### config.mk
export PLATFORM = sky130hd
export DESIGN_NAME = pongTop
export DESIGN_NICKNAME = d
export VERILOG_FILES = /design/src/rtl/pongVideoPkg.sv /design/src/rtl/pongGamePkg.sv /design/src/rtl/ballEngine.sv /design/src/rtl/frameRenderer.sv /design/src/rtl/gameTicks.sv /design/src/rtl/paddleControl.sv /design/src/rtl/pongTop.sv /design/src/rtl/scoreKeeper.sv /design/src/rtl/vgaTiming.sv
export SDC_FILE = /design/constraint.sdc
export NUM_CORES = 1
export LEC_CHECK = 0
export ABC_AREA = 1
export BUFFER_PORTS_ARGS = -buffer_cell sky130_fd_sc_hd__clkbuf_2
export CELL_PAD_IN_SITES_DETAIL_PLACEMENT = 1
export CELL_PAD_IN_SITES_GLOBAL_PLACEMENT = 1
export CORE_MARGIN = 3
export CORE_UTILIZATION = 49
export CTS_BUF_LIST = sky130_fd_sc_hd__clkbuf_4 sky130_fd_sc_hd__clkbuf_8
export CTS_CLUSTER_SIZE = 25
export DETAILED_ROUTE_END_ITERATION = 6
export GPL_ROUTABILITY_DRIVEN = 0
export PLACE_DENSITY = 0.81
export SLEW_MARGIN = 10
export SYNTH_ARGS = -nofsm -noshare
export SYNTH_HDL_FRONTEND = slang
export SYNTH_SLANG_ARGS = --single-unit
### constraint.sdc
create_clock -name ClockDoPixel -period 10.2 [get_ports ClockDoPixel]
set_input_delay 1.53 -clock ClockDoPixel [delete_from_list [all_inputs] [get_ports ClockDoPixel]]
set_output_delay 1.53 -clock ClockDoPixel [all_outputs]
set_load 0.02 [all_outputs]
### src/rtl/pongVideoPkg.sv
`default_nettype none

package pongVideoPkg;

	typedef logic [10:0] coord_t;
	typedef logic [7:0] colour_t;

	// SXGA line, in pixel clocks
	localparam coord_t HTotal = 11'd1688;
	localparam coord_t HVisible = 11'd1280;
	localparam coord_t HSyncLen = 11'd112;
	localparam coord_t HBackPorch = 11'd248;

	// SXGA frame, in lines
	localparam coord_t VTotal = 11'd1066;
	localparam coord_t VVisible = 11'd1024;
	localparam coord_t VSyncLen = 11'd3;
	localparam coord_t VBackPorch = 11'd38;

	localparam colour_t ColourFull = 8'hFF;

endpackage

`default_nettype wire

### src/rtl/pongGamePkg.sv
`default_nettype none

package pongGamePkg;

	import pongVideoPkg::*;

	// Playing field
	localparam coord_t FieldTop = 11'd128;
	localparam coord_t FieldBottom = 11'd896;
	localparam coord_t GoalLeft = 11'd160;
	localparam coord_t GoalRight = 11'd1120;

	// Paddles
	localparam coord_t Paddle1X = 11'd225;
	localparam coord_t Paddle2X = 11'd1030;
	localparam coord_t PaddleWidth = 11'd25;
	localparam coord_t PaddleHeight = 11'd125;
	localparam coord_t PaddleStep = 11'd3;
	localparam coord_t PaddleMaxY = 11'd771; // FieldBottom - PaddleHeight
	localparam coord_t PaddleHome = 11'd500;

	// Ball
	localparam coord_t BallRadius = 11'd15;
	localparam coord_t BallParkX = 11'd500;
	localparam coord_t BallParkY = 11'd500;
	localparam coord_t BallServeX = 11'd640;
	localparam coord_t BallServeY = 11'd512;

	// Left in bit 1, down where the bits differ, so a flip is an XOR
	typedef enum logic [1:0] {
		upRight = 2'd0,
		downRight = 2'd1,
		downLeft = 2'd2,
		upLeft = 2'd3
	} ballDir_e;

	typedef logic [3:0] score_t;
	typedef logic [6:0] segments_t; // Active low, g..a

	localparam score_t WinScore = 4'd10;

	localparam segments_t SegDigits [10] = '{
		7'b1000000, 7'b1111001, 7'b0100100, 7'b0110000, 7'b0011001,
		7'b0010010, 7'b0000010, 7'b1111000, 7'b0000000, 7'b0011000
	};

endpackage

`default_nettype wire

### src/rtl/ballEngine.sv
`timescale 1ns/10ps
`default_nettype none

module ballEngine (
	input logic ClockDoPixel,
	input logic arstN,
	input logic ballTick,
	input logic newGame,
	input logic matchOver,
	input pongVideoPkg::coord_t paddle1Y,
	input pongVideoPkg::coord_t paddle2Y,
	output pongVideoPkg::coord_t ballX,
	output pongVideoPkg::coord_t ballY,
	output logic goalFor1,
	output logic goalFor2
);

	import pongVideoPkg::*;
	import pongGamePkg::*;

	ballDir_e dir;
	logic goingUp;
	logic goingLeft;
	logic hitWall;
	logic hitPaddle1;
	logic hitPaddle2;
	logic outLeft;
	logic outRight;

	assign goingUp = (dir == upRight) || (dir == upLeft);
	assign goingLeft = (dir == downLeft) || (dir == upLeft);

	// Edge of the ball against the bands
	assign hitWall = goingUp ? (ballY - BallRadius <= FieldTop)
		: (ballY + BallRadius >= FieldBottom);

	assign hitPaddle1 = goingLeft && (ballX - BallRadius <= Paddle1X + PaddleWidth)
		&& (ballY > paddle1Y) && (ballY < paddle1Y + PaddleHeight);
	assign hitPaddle2 = !goingLeft && (ballX + BallRadius >= Paddle2X)
		&& (ballY > paddle2Y) && (ballY < paddle2Y + PaddleHeight);

	assign outLeft = (ballX - BallRadius <= GoalLeft);
	assign outRight = (ballX + BallRadius >= GoalRight);

	always_ff @(posedge ClockDoPixel or negedge arstN) begin
		if (!arstN) begin
			ballX <= BallParkX;
			ballY <= BallParkY;
			dir <= upRight;
			goalFor1 <= 1'b0;
			goalFor2 <= 1'b0;
		end else begin
			goalFor1 <= 1'b0;
			goalFor2 <= 1'b0;
			if (newGame) begin
				ballX <= BallParkX;
				ballY <= BallParkY;
				dir <= upRight;
			end else if (ballTick && !matchOver) begin
				if (hitWall)
					dir <= ballDir_e'(dir ^ 2'b01); // Vertical flip
				else if (hitPaddle1 || hitPaddle2)
					dir <= ballDir_e'(dir ^ 2'b11); // Horizontal flip
				else if (outLeft || outRight) begin
					ballX <= BallServeX; // Serve keeps the direction
					ballY <= BallServeY;
					goalFor2 <= outLeft;
					goalFor1 <= !outLeft;
				end else begin
					ballX <= goingLeft ? ballX - 11'd1 : ballX + 11'd1;
					ballY <= goingUp ? ballY - 11'd1 : ballY + 11'd1;
				end
			end
		end
	end

endmodule

`default_nettype wire

### src/rtl/frameRenderer.sv
`timescale 1ns/10ps
`default_nettype none

module frameRenderer (
	input logic ClockDoPixel,
	input logic arstN,
	input pongVideoPkg::coord_t pixelX,
	input pongVideoPkg::coord_t pixelY,
	input logic visible,
	input pongVideoPkg::coord_t paddle1Y,
	input pongVideoPkg::coord_t paddle2Y,
	input pongVideoPkg::coord_t ballX,
	input pongVideoPkg::coord_t ballY,
	output pongVideoPkg::colour_t red,
	output pongVideoPkg::colour_t green,
	output pongVideoPkg::colour_t blue
);

	import pongVideoPkg::*;
	import pongGamePkg::*;

	localparam logic [22:0] BallRadiusSq = BallRadius * BallRadius;

	coord_t dx;
	coord_t dy;
	logic [22:0] distSq;
	logic inBorder;
	logic inPaddle1;
	logic inPaddle2;
	logic inBall;
	colour_t level;

	assign dx = (pixelX > ballX) ? pixelX - ballX : ballX - pixelX;
	assign dy = (pixelY > ballY) ? pixelY - ballY : ballY - pixelY;
	assign distSq = dx * dx + dy * dy;
	assign inBall = (distSq < BallRadiusSq);

	assign inBorder = (pixelX < GoalLeft) || (pixelX > GoalRight)
		|| (pixelY < FieldTop) || (pixelY > FieldBottom);
	assign inPaddle1 = (pixelX > Paddle1X) && (pixelX < Paddle1X + PaddleWidth)
		&& (pixelY > paddle1Y) && (pixelY < paddle1Y + PaddleHeight);
	assign inPaddle2 = (pixelX > Paddle2X) && (pixelX < Paddle2X + PaddleWidth)
		&& (pixelY > paddle2Y) && (pixelY < paddle2Y + PaddleHeight);

	always_ff @(posedge ClockDoPixel or negedge arstN) begin
		if (!arstN)
			level <= '0;
		else if (visible && (inBorder || inPaddle1 || inPaddle2 || inBall))
			level <= ColourFull;
		else
			level <= '0; // Background and blanking
	end

	// Everything is drawn in white
	assign red = level;
	assign green = level;
	assign blue = level;

endmodule

`default_nettype wire

### src/rtl/gameTicks.sv
`timescale 1ns/10ps
`default_nettype none

module gameTicks #(
	parameter int BallTickDiv = 283000,
	parameter int PaddleTickDiv = 566000
) (
	input logic ClockDoPixel,
	input logic arstN,
	output logic ballTick,
	output logic paddleTick
);

	localparam int MaxDiv = (BallTickDiv > PaddleTickDiv) ? BallTickDiv : PaddleTickDiv;
	localparam int CountW = $clog2(MaxDiv + 1);
	localparam int Divs [2] = '{BallTickDiv, PaddleTickDiv};

	wire [1:0] ticks;

	for (genvar i = 0; i < 2; i++) begin : genDiv
		logic [CountW-1:0] count;

		assign ticks[i] = (count == CountW'(Divs[i] - 1));

		always_ff @(posedge ClockDoPixel or negedge arstN) begin
			if (!arstN)
				count <= '0;
			else if (ticks[i])
				count <= '0;
			else
				count <= count + 1'b1;
		end
	end

	assign ballTick = ticks[0];
	assign paddleTick = ticks[1];

endmodule

`default_nettype wire

### src/rtl/paddleControl.sv
`timescale 1ns/10ps
`default_nettype none

module paddleControl (
	input logic ClockDoPixel,
	input logic arstN,
	input logic paddleTick,
	input logic matchOver,
	input logic newGame,
	input logic paddle1DownN,
	input logic paddle1UpN,
	input logic paddle2DownN,
	input logic paddle2UpN,
	output pongVideoPkg::coord_t paddle1Y,
	output pongVideoPkg::coord_t paddle2Y
);

	import pongVideoPkg::*;
	import pongGamePkg::*;

	coord_t paddleY [2];
	logic [1:0] downN;
	logic [1:0] upN;

	assign downN = {paddle2DownN, paddle1DownN};
	assign upN = {paddle2UpN, paddle1UpN};

	for (genvar i = 0; i < 2; i++) begin : genPaddle
		always_ff @(posedge ClockDoPixel or negedge arstN) begin
			if (!arstN)
				paddleY[i] <= PaddleHome;
			else if (newGame || matchOver)
				paddleY[i] <= PaddleHome;
			else if (paddleTick) begin
				if (!downN[i] && upN[i])
					paddleY[i] <= (paddleY[i] + PaddleStep > PaddleMaxY) ?
						PaddleMaxY : paddleY[i] + PaddleStep;
				else if (downN[i] && !upN[i])
					paddleY[i] <= (paddleY[i] < FieldTop + PaddleStep) ?
						FieldTop : paddleY[i] - PaddleStep;
			end // Both keys or none hold still
		end
	end

	assign paddle1Y = paddleY[0];
	assign paddle2Y = paddleY[1];

endmodule

`default_nettype wire

### src/rtl/pongTop.sv
`timescale 1ns/10ps
`default_nettype none

module pongTop #(
	parameter int BallTickDiv = 283000,
	parameter int PaddleTickDiv = 566000
) (
	input logic ClockDoPixel,
	input logic arstN,
	input logic paddle1DownN,
	input logic paddle1UpN,
	input logic paddle2DownN,
	input logic paddle2UpN,
	input logic newGame,
	output pongVideoPkg::colour_t red,
	output pongVideoPkg::colour_t green,
	output pongVideoPkg::colour_t blue,
	output logic hSyncN,
	output logic vSyncN,
	output pongGamePkg::segments_t score1Seg,
	output pongGamePkg::segments_t score2Seg
);

	import pongVideoPkg::*;

	coord_t pixelX;
	coord_t pixelY;
	coord_t paddle1Y;
	coord_t paddle2Y;
	coord_t ballX;
	coord_t ballY;
	logic visible;
	logic ballTick;
	logic paddleTick;
	logic goalFor1;
	logic goalFor2;
	logic matchOver;

	vgaTiming iVgaTiming (.ClockDoPixel, .arstN, .hSyncN, .vSyncN, .pixelX, .pixelY,
		.visible);

	gameTicks #(.BallTickDiv(BallTickDiv), .PaddleTickDiv(PaddleTickDiv)) iGameTicks (
		.ClockDoPixel, .arstN, .ballTick, .paddleTick);

	paddleControl iPaddleControl (.ClockDoPixel, .arstN, .paddleTick, .matchOver,
		.newGame, .paddle1DownN, .paddle1UpN, .paddle2DownN, .paddle2UpN,
		.paddle1Y, .paddle2Y);

	ballEngine iBallEngine (.ClockDoPixel, .arstN, .ballTick, .newGame, .matchOver,
		.paddle1Y, .paddle2Y, .ballX, .ballY, .goalFor1, .goalFor2);

	scoreKeeper iScoreKeeper (.ClockDoPixel, .arstN, .newGame, .goalFor1, .goalFor2,
		.matchOver, .score1Seg, .score2Seg);

	frameRenderer iFrameRenderer (.ClockDoPixel, .arstN, .pixelX, .pixelY, .visible,
		.paddle1Y, .paddle2Y, .ballX, .ballY, .red, .green, .blue);

endmodule

`default_nettype wire

### src/rtl/scoreKeeper.sv
`timescale 1ns/10ps
`default_nettype none

module scoreKeeper (
	input logic ClockDoPixel,
	input logic arstN,
	input logic newGame,
	input logic goalFor1,
	input logic goalFor2,
	output logic matchOver,
	output pongGamePkg::segments_t score1Seg,
	output pongGamePkg::segments_t score2Seg
);

	import pongGamePkg::*;

	score_t score1;
	score_t score2;
	score_t next1;
	score_t next2;
	logic winReached;

	assign next1 = score1 + score_t'(goalFor1);
	assign next2 = score2 + score_t'(goalFor2);
	assign winReached = (next1 == WinScore) || (next2 == WinScore);

	always_ff @(posedge ClockDoPixel or negedge arstN) begin
		if (!arstN) begin
			score1 <= '0;
			score2 <= '0;
			matchOver <= 1'b0;
		end else begin
			matchOver <= 1'b0;
			if (newGame) begin
				score1 <= '0;
				score2 <= '0;
			end else if (winReached) begin
				score1 <= '0; // Match over, start again
				score2 <= '0;
				matchOver <= 1'b1;
			end else begin
				score1 <= next1;
				score2 <= next2;
			end
		end
	end

	// Scores stay within 0..9
	assign score1Seg = SegDigits[score1];
	assign score2Seg = SegDigits[score2];

endmodule

`default_nettype wire

### src/rtl/vgaTiming.sv
`timescale 1ns/10ps
`default_nettype none

module vgaTiming (
	input logic ClockDoPixel,
	input logic arstN,
	output logic hSyncN,
	output logic vSyncN,
	output pongVideoPkg::coord_t pixelX,
	output pongVideoPkg::coord_t pixelY,
	output logic visible
);

	import pongVideoPkg::*;

	coord_t hCount;
	coord_t vCount;
	logic lineEnd;
	logic frameEnd;

	assign lineEnd = (hCount == HTotal - 11'd1);
	assign frameEnd = (vCount == VTotal - 11'd1);

	always_ff @(posedge ClockDoPixel or negedge arstN) begin
		if (!arstN) begin
			hCount <= '0;
			vCount <= '0;
		end else begin
			hCount <= lineEnd ? '0 : hCount + 11'd1;
			if (lineEnd)
				vCount <= frameEnd ? '0 : vCount + 11'd1; // Next line
		end
	end

	// One cycle behind the counts, like the colour register
	always_ff @(posedge ClockDoPixel or negedge arstN) begin
		if (!arstN) begin
			hSyncN <= 1'b1;
			vSyncN <= 1'b1;
		end else begin
			hSyncN <= (hCount >= HSyncLen);
			vSyncN <= (vCount >= VSyncLen);
		end
	end

	assign pixelX = hCount - (HSyncLen + HBackPorch);
	assign pixelY = vCount - (VSyncLen + VBackPorch);

	// Counts before the back porch wrap far above the visible range
	assign visible = (pixelX < HVisible) && (pixelY < VVisible);

endmodule

`default_nettype wire
# Word level (Yosys, flattened, before mapping)
# Memories as Yosys holds them, arrays and structs flattened.
# Index checks and enable logic that the tools add are counted.
# word_totals
reg_bits	129
mem_bits_ro	224
out_inout_bits	40
wordCells	204
n_memories	2
# mem_list
memory	words	width	rd	rd_clocked_by_memory_dff	write_ports	line_no	source
(name not given)	16	7	1	0	0	scoreKeeper.sv:49	assign score1Seg = SegDigits[score1];
(name not given)	16	7	1	0	0	scoreKeeper.sv:50	assign score2Seg = SegDigits[score2];
# op_classes
addsub	27
n_mul	2
n_lt_le_gt_ge	35
n_eq_ne	10
mux	56
n_bitwise	4
reduce_logical	50
# ops
cell	count
two-way mux 11 bit	28
greater-than comparator 11 bit	6
< comparator 11 x 8 -> 1 bit, second input constant	5
adder 11 x 1 -> 11 bit, second input constant	4
< comparator 11 bit	4
multiplier 11 x 11 -> 22 bit	2
subtractor 11 bit	4
adder 20 x 1 -> 20 bit, second input constant	2
two-way mux 20 bit	2
greater-than comparator 11 x 10 -> 1 bit, second input constant	3
<= comparator 11 x 8 -> 1 bit, second input constant	3
< comparator 11 bit, second input constant	3
two-way mux 7 bit	4
adder 22 x 22 -> 23 bit	1
< comparator 23 x 8 -> 1 bit, second input constant	1
adder 11 x 2 -> 11 bit, second input constant	2
adder 11 x 4 -> 11 bit, second input constant	2
adder 11 x 7 -> 11 bit, second input constant	2
equality test 11 bit, second input constant	2
>= comparator 11 bit, second input constant	2
greater-than comparator 11 bit, second input constant	2
subtractor 11 x 1 -> 11 bit, second input constant	2
subtractor 11 x 2 -> 11 bit, second input constant	2
subtractor 11 x 4 -> 11 bit, second input constant	2
other kinds (28)	94

# Longest topological paths before layout
# depth
ltp_word	11
mapped_depth	52

# Hierarchy
# A second synthesis with hierarchy kept.
# hier_totals
cells_unflattened	3293
hier_area_um2	22874.4
# by_module_without_submodules
module	instances	cells_each	area_each_um2
frameRenderer	1	1593	11395.9
ballEngine	1	674	4264.1
paddleControl	1	383	2376.0
gameTicks	1	308	2341.0
vgaTiming	1	233	1737.9
scoreKeeper	1	102	759.5

# Worst setup path before layout
# Ideal clock, no wire load.
# synth_path
kind	register to register
from	register iVgaTiming.vCount[0]
to	register iFrameRenderer.level[6], in the netlist iFrameRenderer.blue[6]
arrival_ns	8.272
slack_ns	1.857
path_stages_with_launch	47
path_cell_list	dfrtp_1 inv_1 ha_1 nand2_1 nand2_1 nand2_1 nand2_1 nand3_1 xor2_1 ha_1 a21o_1 a31oi_1 o211ai_2 nand2_4 buf_6 nor2_2 a21oi_2 nand2_1 [... 11 more ...] fa_1 inv_1 fa_1 inv_1 ha_1 inv_1 o21ai_0 a21oi_1 nor2_1 nor2_1 nand2_1 nand2_1 nand3_1 nor2_1 nand2_1 nor2_1 nor2_1 nor2_1
# synth_via
elab_chain_cells	9
elab_cells_between_ends	27
# synth_lines
item	line_no	source
start, declared	vgaTiming.sv:17	coord_t vCount;
start signal, assigned	vgaTiming.sv:31	vCount <= frameEnd ? '0 : vCount + 11'd1;
subtractor 11 x 6 -> 11 bit *	vgaTiming.sv:47	assign pixelY = vCount - (VSyncLen + VBackPorch);
subtractor 11 bit, or another cell as far along	frameRenderer.sv:34	assign dy = (pixelY > ballY) ? pixelY - ballY : ballY - pixelY;
two-way mux 11 bit, or another cell as far along	frameRenderer.sv:34	
multiplier 11 x 11 -> 22 bit, or another cell as far along	frameRenderer.sv:35	assign distSq = dx * dx + dy * dy;
adder 22 x 22 -> 23 bit / logical OR 1 bit (equally long branches)	frameRenderer.sv:35, frameRenderer.sv:48	
< comparator 23 x 8 -> 1 bit / logical OR 1 bit (equally long branches)	frameRenderer.sv:36, frameRenderer.sv:48	
logical OR 1 bit	frameRenderer.sv:48	else if (visible && (inBorder || inPaddle1 || inPaddle2 || inBall))
logical AND 1 bit *	frameRenderer.sv:48	
two-way mux 8 bit *	frameRenderer.sv:48	
end signal, assigned	frameRenderer.sv:49	level <= ColourFull;
end, declared	frameRenderer.sv:31	colour_t level;
# Every way passes the cells marked *; elsewhere a longest branch is shown, timed or not.
# A chain may end at the register's enable or synchronous reset.

# Worst setup path after layout
# layout_path
from	register iVgaTiming.vCount[1]
to	register iFrameRenderer.level[6], in the netlist iFrameRenderer.blue[6]
# Same word-level chain as after synthesis.

==> metrics.md <==
| Metric | Value |
|---|---|
| I/O pins | `47` |
| Status | `finished, final reports clean` |
| WL final | `65.8 mm` |
| Commonest cells post-synth | `582 x inv_1, 579 x nand2_1, 321 x nor2_1` |
| Number of buffers created by CTS | `17` |
| Synth Area in Adders | `32.6%` |
| Synth Area in Simple Gates | `26.5%` |
| Vias | `19.6k` |
| Yosys top cell by area | `ha_1` |
| Synthesis Warnings | `0` |
| Share of post-route cells with drive strength above 1 | `6.65%` |
| Crit end category | `register` |
| Post-synthesis sequential area ratio | `14.6%` |
| Synthesized instance count | `2957` |
| Wire per inst | `18.7 um` |
| Post-synth ARST share | `100%` |
| CTS tree | `done` |
| CP dominant cell by count | `nand2_1` |
| R2r startpoint | `iVgaTiming.vCount[1]$_DFFE_PN0N_` |
| CP max stage delay | `610 ps` |
| Measured slew at the worst slew-check pin | `871 ps` |
| Top FF cell, synth | `dfrtp_1` |
| Final setup vio count | `0` |
| Port Buf Inserts | `46` |
| FP Rows | `75` |
| #FFs+latches synth | `122` |
| Area of the mapped netlist | `21100 um^2` |
| Clock Skew | `17.7 ps` |
| Post-Syn Nets | `3411` |
| Clk slew on worst S/H paths | `80 ps` |
| HP Class | `reg -> reg` |
| Footprint of the multi-input gates | `15300 um^2` |
| DR iter-0 viols | `996` |
| Synth Area in XOR/XNOR | `4.86%` |
| Gr ovfl total | `0` |
| First-pass iteration count of the detailed router | `7` |
| Initial Utilization | `49.9%` |
| Max-cap viol count | `0` |
| Routed vias/inst | `5.57` |
| Slew HR | `41.4%` |
| Netlist cell types | `62` |
| Clock root cell | `clkbuf_8` |
| Clk sinks | `122` |
| Final #Nets | `3419` |
| Post-synthesis mux area share | `0%` |
| Synth Area in Compound Gates | `8.64%` |
| Most frequent cell after synthesis | `inv_1` |
| Die area | `45500 um^2` |
| H-tree depth | `4` |
| Min Tclk post-route | `9400 ps` |
| Worst reg2reg setup slack | `800 ps` |
| Area grow syn2layout | `4.63%` |
| Initial antenna violation count | `0` |
| Reg-to-reg endpoint | `iFrameRenderer.blue[6]$_DFF_PN0_` |
| Max frequency | `106 MHz` |
| Number of diodes | `0` |
| Worst R2R Path Depth | `48` |
| GRT Total Usage | `29.7%` |
| Drt drc | `0` |
| Sequential Area | `3090 um^2` |
| Vias in the first global route | `21.3k` |
| Critical path class | `reg -> reg` |
| First-pass GRT wire length | `108 mm` |
| Post-DP HPWL | `54.8 mm` |
| Die H | `213 um` |
| Worst endpoint data arrival time | `9830 ps` |
| Fin crit share | `92.1%` |
| Crit-path slowest cell | `fa_1` |
| RSZ-0062 raised after global routing | `false` |
| Skew-Pair Late Insertion Delay | `510 ps` |
| Largest family of logic cells by synthesized area | `adder cells` |
| Slew Limit Fails | `0` |
| CORE AREA | `42200 um^2` |
| Number of cells on the critical path | `48` |
| Post-synth top area share | `16.4%` |
| Crit path required time | `10630 ps` |
| Worst setup endpoint | `iFrameRenderer.blue[6]$_DFF_PN0_` |
| Number of enable flip-flop cells after synthesis | `0` |
| Avg Cell Area, Syn | `7.13 um^2` |
| Top cell family by delay on the critical path | `adder cells` |
| Chip width | `213 um` |
| Fillcell total | `5609` |
| Final hold violation count | `0` |
| Top cells by area, synth | `ha_1 16%, fa_1 16%, dfrtp_1 11%` |
| Clock Path Buffers | `2` |
| Critical path buffers and inverters | `11` |
| Crit. Startpoint | `iVgaTiming.vCount[1]$_DFFE_PN0N_` |
| Post-route ant nets | `0` |
| Cts-stage hold buffer count | `0` |
| Total negative slack | `0 ps` |
| Startpoint types | `register` |
| Crit path max fanout | `14` |
| Largest net degree at the start of global routing | `66` |
## metrics by stage
step	area [um^2]	hold WS [ps]	setup slack, ps	std cells	utilization (%)
CTS	22000	464	618	3517	52.2
global route	22000	483	20.8	3517	52.2
floorplan	21100	433	1860	2957	-
finish	22000	463	802	3517	52.2
global placement	21700	446	995	3485	51.3
detailed placement	21700	454	663	3485	51.3
## kinds of logic (layout without fill, tap and decap cells)
| group | count (synthesis) | count (layout) |
|---|---|---|
| simple gates | 1278 | 1278 |
| buf+inv | 678 | 699 |
| fa+ha+maj | 447 | 447 |
| compound gates | 318 | 318 |
| flops | 122 | 122 |
| xor+xnor | 114 | 114 |
## flip-flops by register name (all words and copies together), names as in the netlist, 2 cells and up
| name | count |
|---|---|
| iPaddleControl.paddle2Y | 11 |
| iBallEngine.ballX | 11 |
| iVgaTiming.hCount | 11 |
| iGameTicks.genDiv.count | 40 |
| iPaddleControl.paddle1Y | 11 |
| iScoreKeeper.score1 | 4 |
| iScoreKeeper.score2 | 4 |
| iVgaTiming.vCount | 11 |
| iBallEngine.dir | 2 |
| iBallEngine.ballY | 11 |
## cell usage in the layout (no fill, tap or decap), types with 6 or more instances in the layout
| cell | instances |
|---|---|
| nor4_1 | 9 |
| a31oi_1 | 14 |
| fa_1 | 171 |
| nand2_2 | 20 |
| xor2_1 | 91 |
| o211ai_1 | 11 |
| dfstp_2 | 26 |
| ha_1 | 276 |
| or2_2 | 6 |
| clkbuf_8 | 19 |
| nand3_1 | 176 |
| dfrtp_1 | 96 |
| clkbuf_2 | 45 |
| nand2_1 | 575 |
| nor2_1 | 318 |
| buf_4 | 9 |
| xnor2_1 | 21 |
| nor3_1 | 59 |
| o21ai_0 | 94 |
| a21oi_1 | 138 |
| inv_2 | 24 |
| nand4_1 | 67 |
| a22oi_1 | 7 |
| nor2_2 | 7 |
| inv_1 | 582 |
| nand3b_1 | 12 |
| clkinv_1 | 6 |
| o21bai_1 | 12 |
## routing by layer
metal / part of all wire, % / GRT usage (%) / routed length, um
met1: 43 / 36.0 / 28000
met3: 2.9 / 3.17 / 1880
met2: 51 / 54.0 / 33300
met5: 0 / 0 / 0
met4: 3.9 / 12.3 / 2600
## worst min path at each step
| stage | startpoint | end | slack [ps] | cells past startpoint |
|---|---|---|---|---|
| 2_1_floorplan | iGameTicks.genDiv[0].count[0]$_DFF_PN0_ | iGameTicks.genDiv[0].count[0]$_DFF_PN0_ | 430 | 1 |
| 3_3_place_gp | iGameTicks.genDiv[0].count[0]$_DFF_PN0_ | iGameTicks.genDiv[0].count[0]$_DFF_PN0_ | 450 | 1 |
| 3_5_place_dp | iGameTicks.genDiv[0].count[0]$_DFF_PN0_ | iGameTicks.genDiv[0].count[0]$_DFF_PN0_ | 450 | 1 |
| 4_1_cts | iGameTicks.genDiv[0].count[0]$_DFF_PN0_ | iGameTicks.genDiv[0].count[0]$_DFF_PN0_ | 460 | 1 |
| 5_1_grt | iGameTicks.genDiv[0].count[0]$_DFF_PN0_ | iGameTicks.genDiv[0].count[0]$_DFF_PN0_ | 480 | 1 |
| 6_report | iGameTicks.genDiv[0].count[0]$_DFF_PN0_ | iGameTicks.genDiv[0].count[0]$_DFF_PN0_ | 460 | 1 |
## final cells by class
cell class / instances / area share, %
Multi-Input combinational cell: 2157 / 69.5
Sequential cell: 122 / 14.0
Inverter: 612 / 10.4
Tap cell: 539 / 3.06
Timing Repair Buffer: 55 / 1.38
Clock buffer: 21 / 1.25
Clock inverter: 11 / 0.443
## repair_timing
item / in CTS / in global routing
gates resized for setup: 0 / 7
setup endpoints to repair: 0 / 1
buffers inserted: 0 / 0
Power is left out: the tool's default activity adds up to more than one toggle a clock period on the data nets, which glitch-free logic cannot reach.
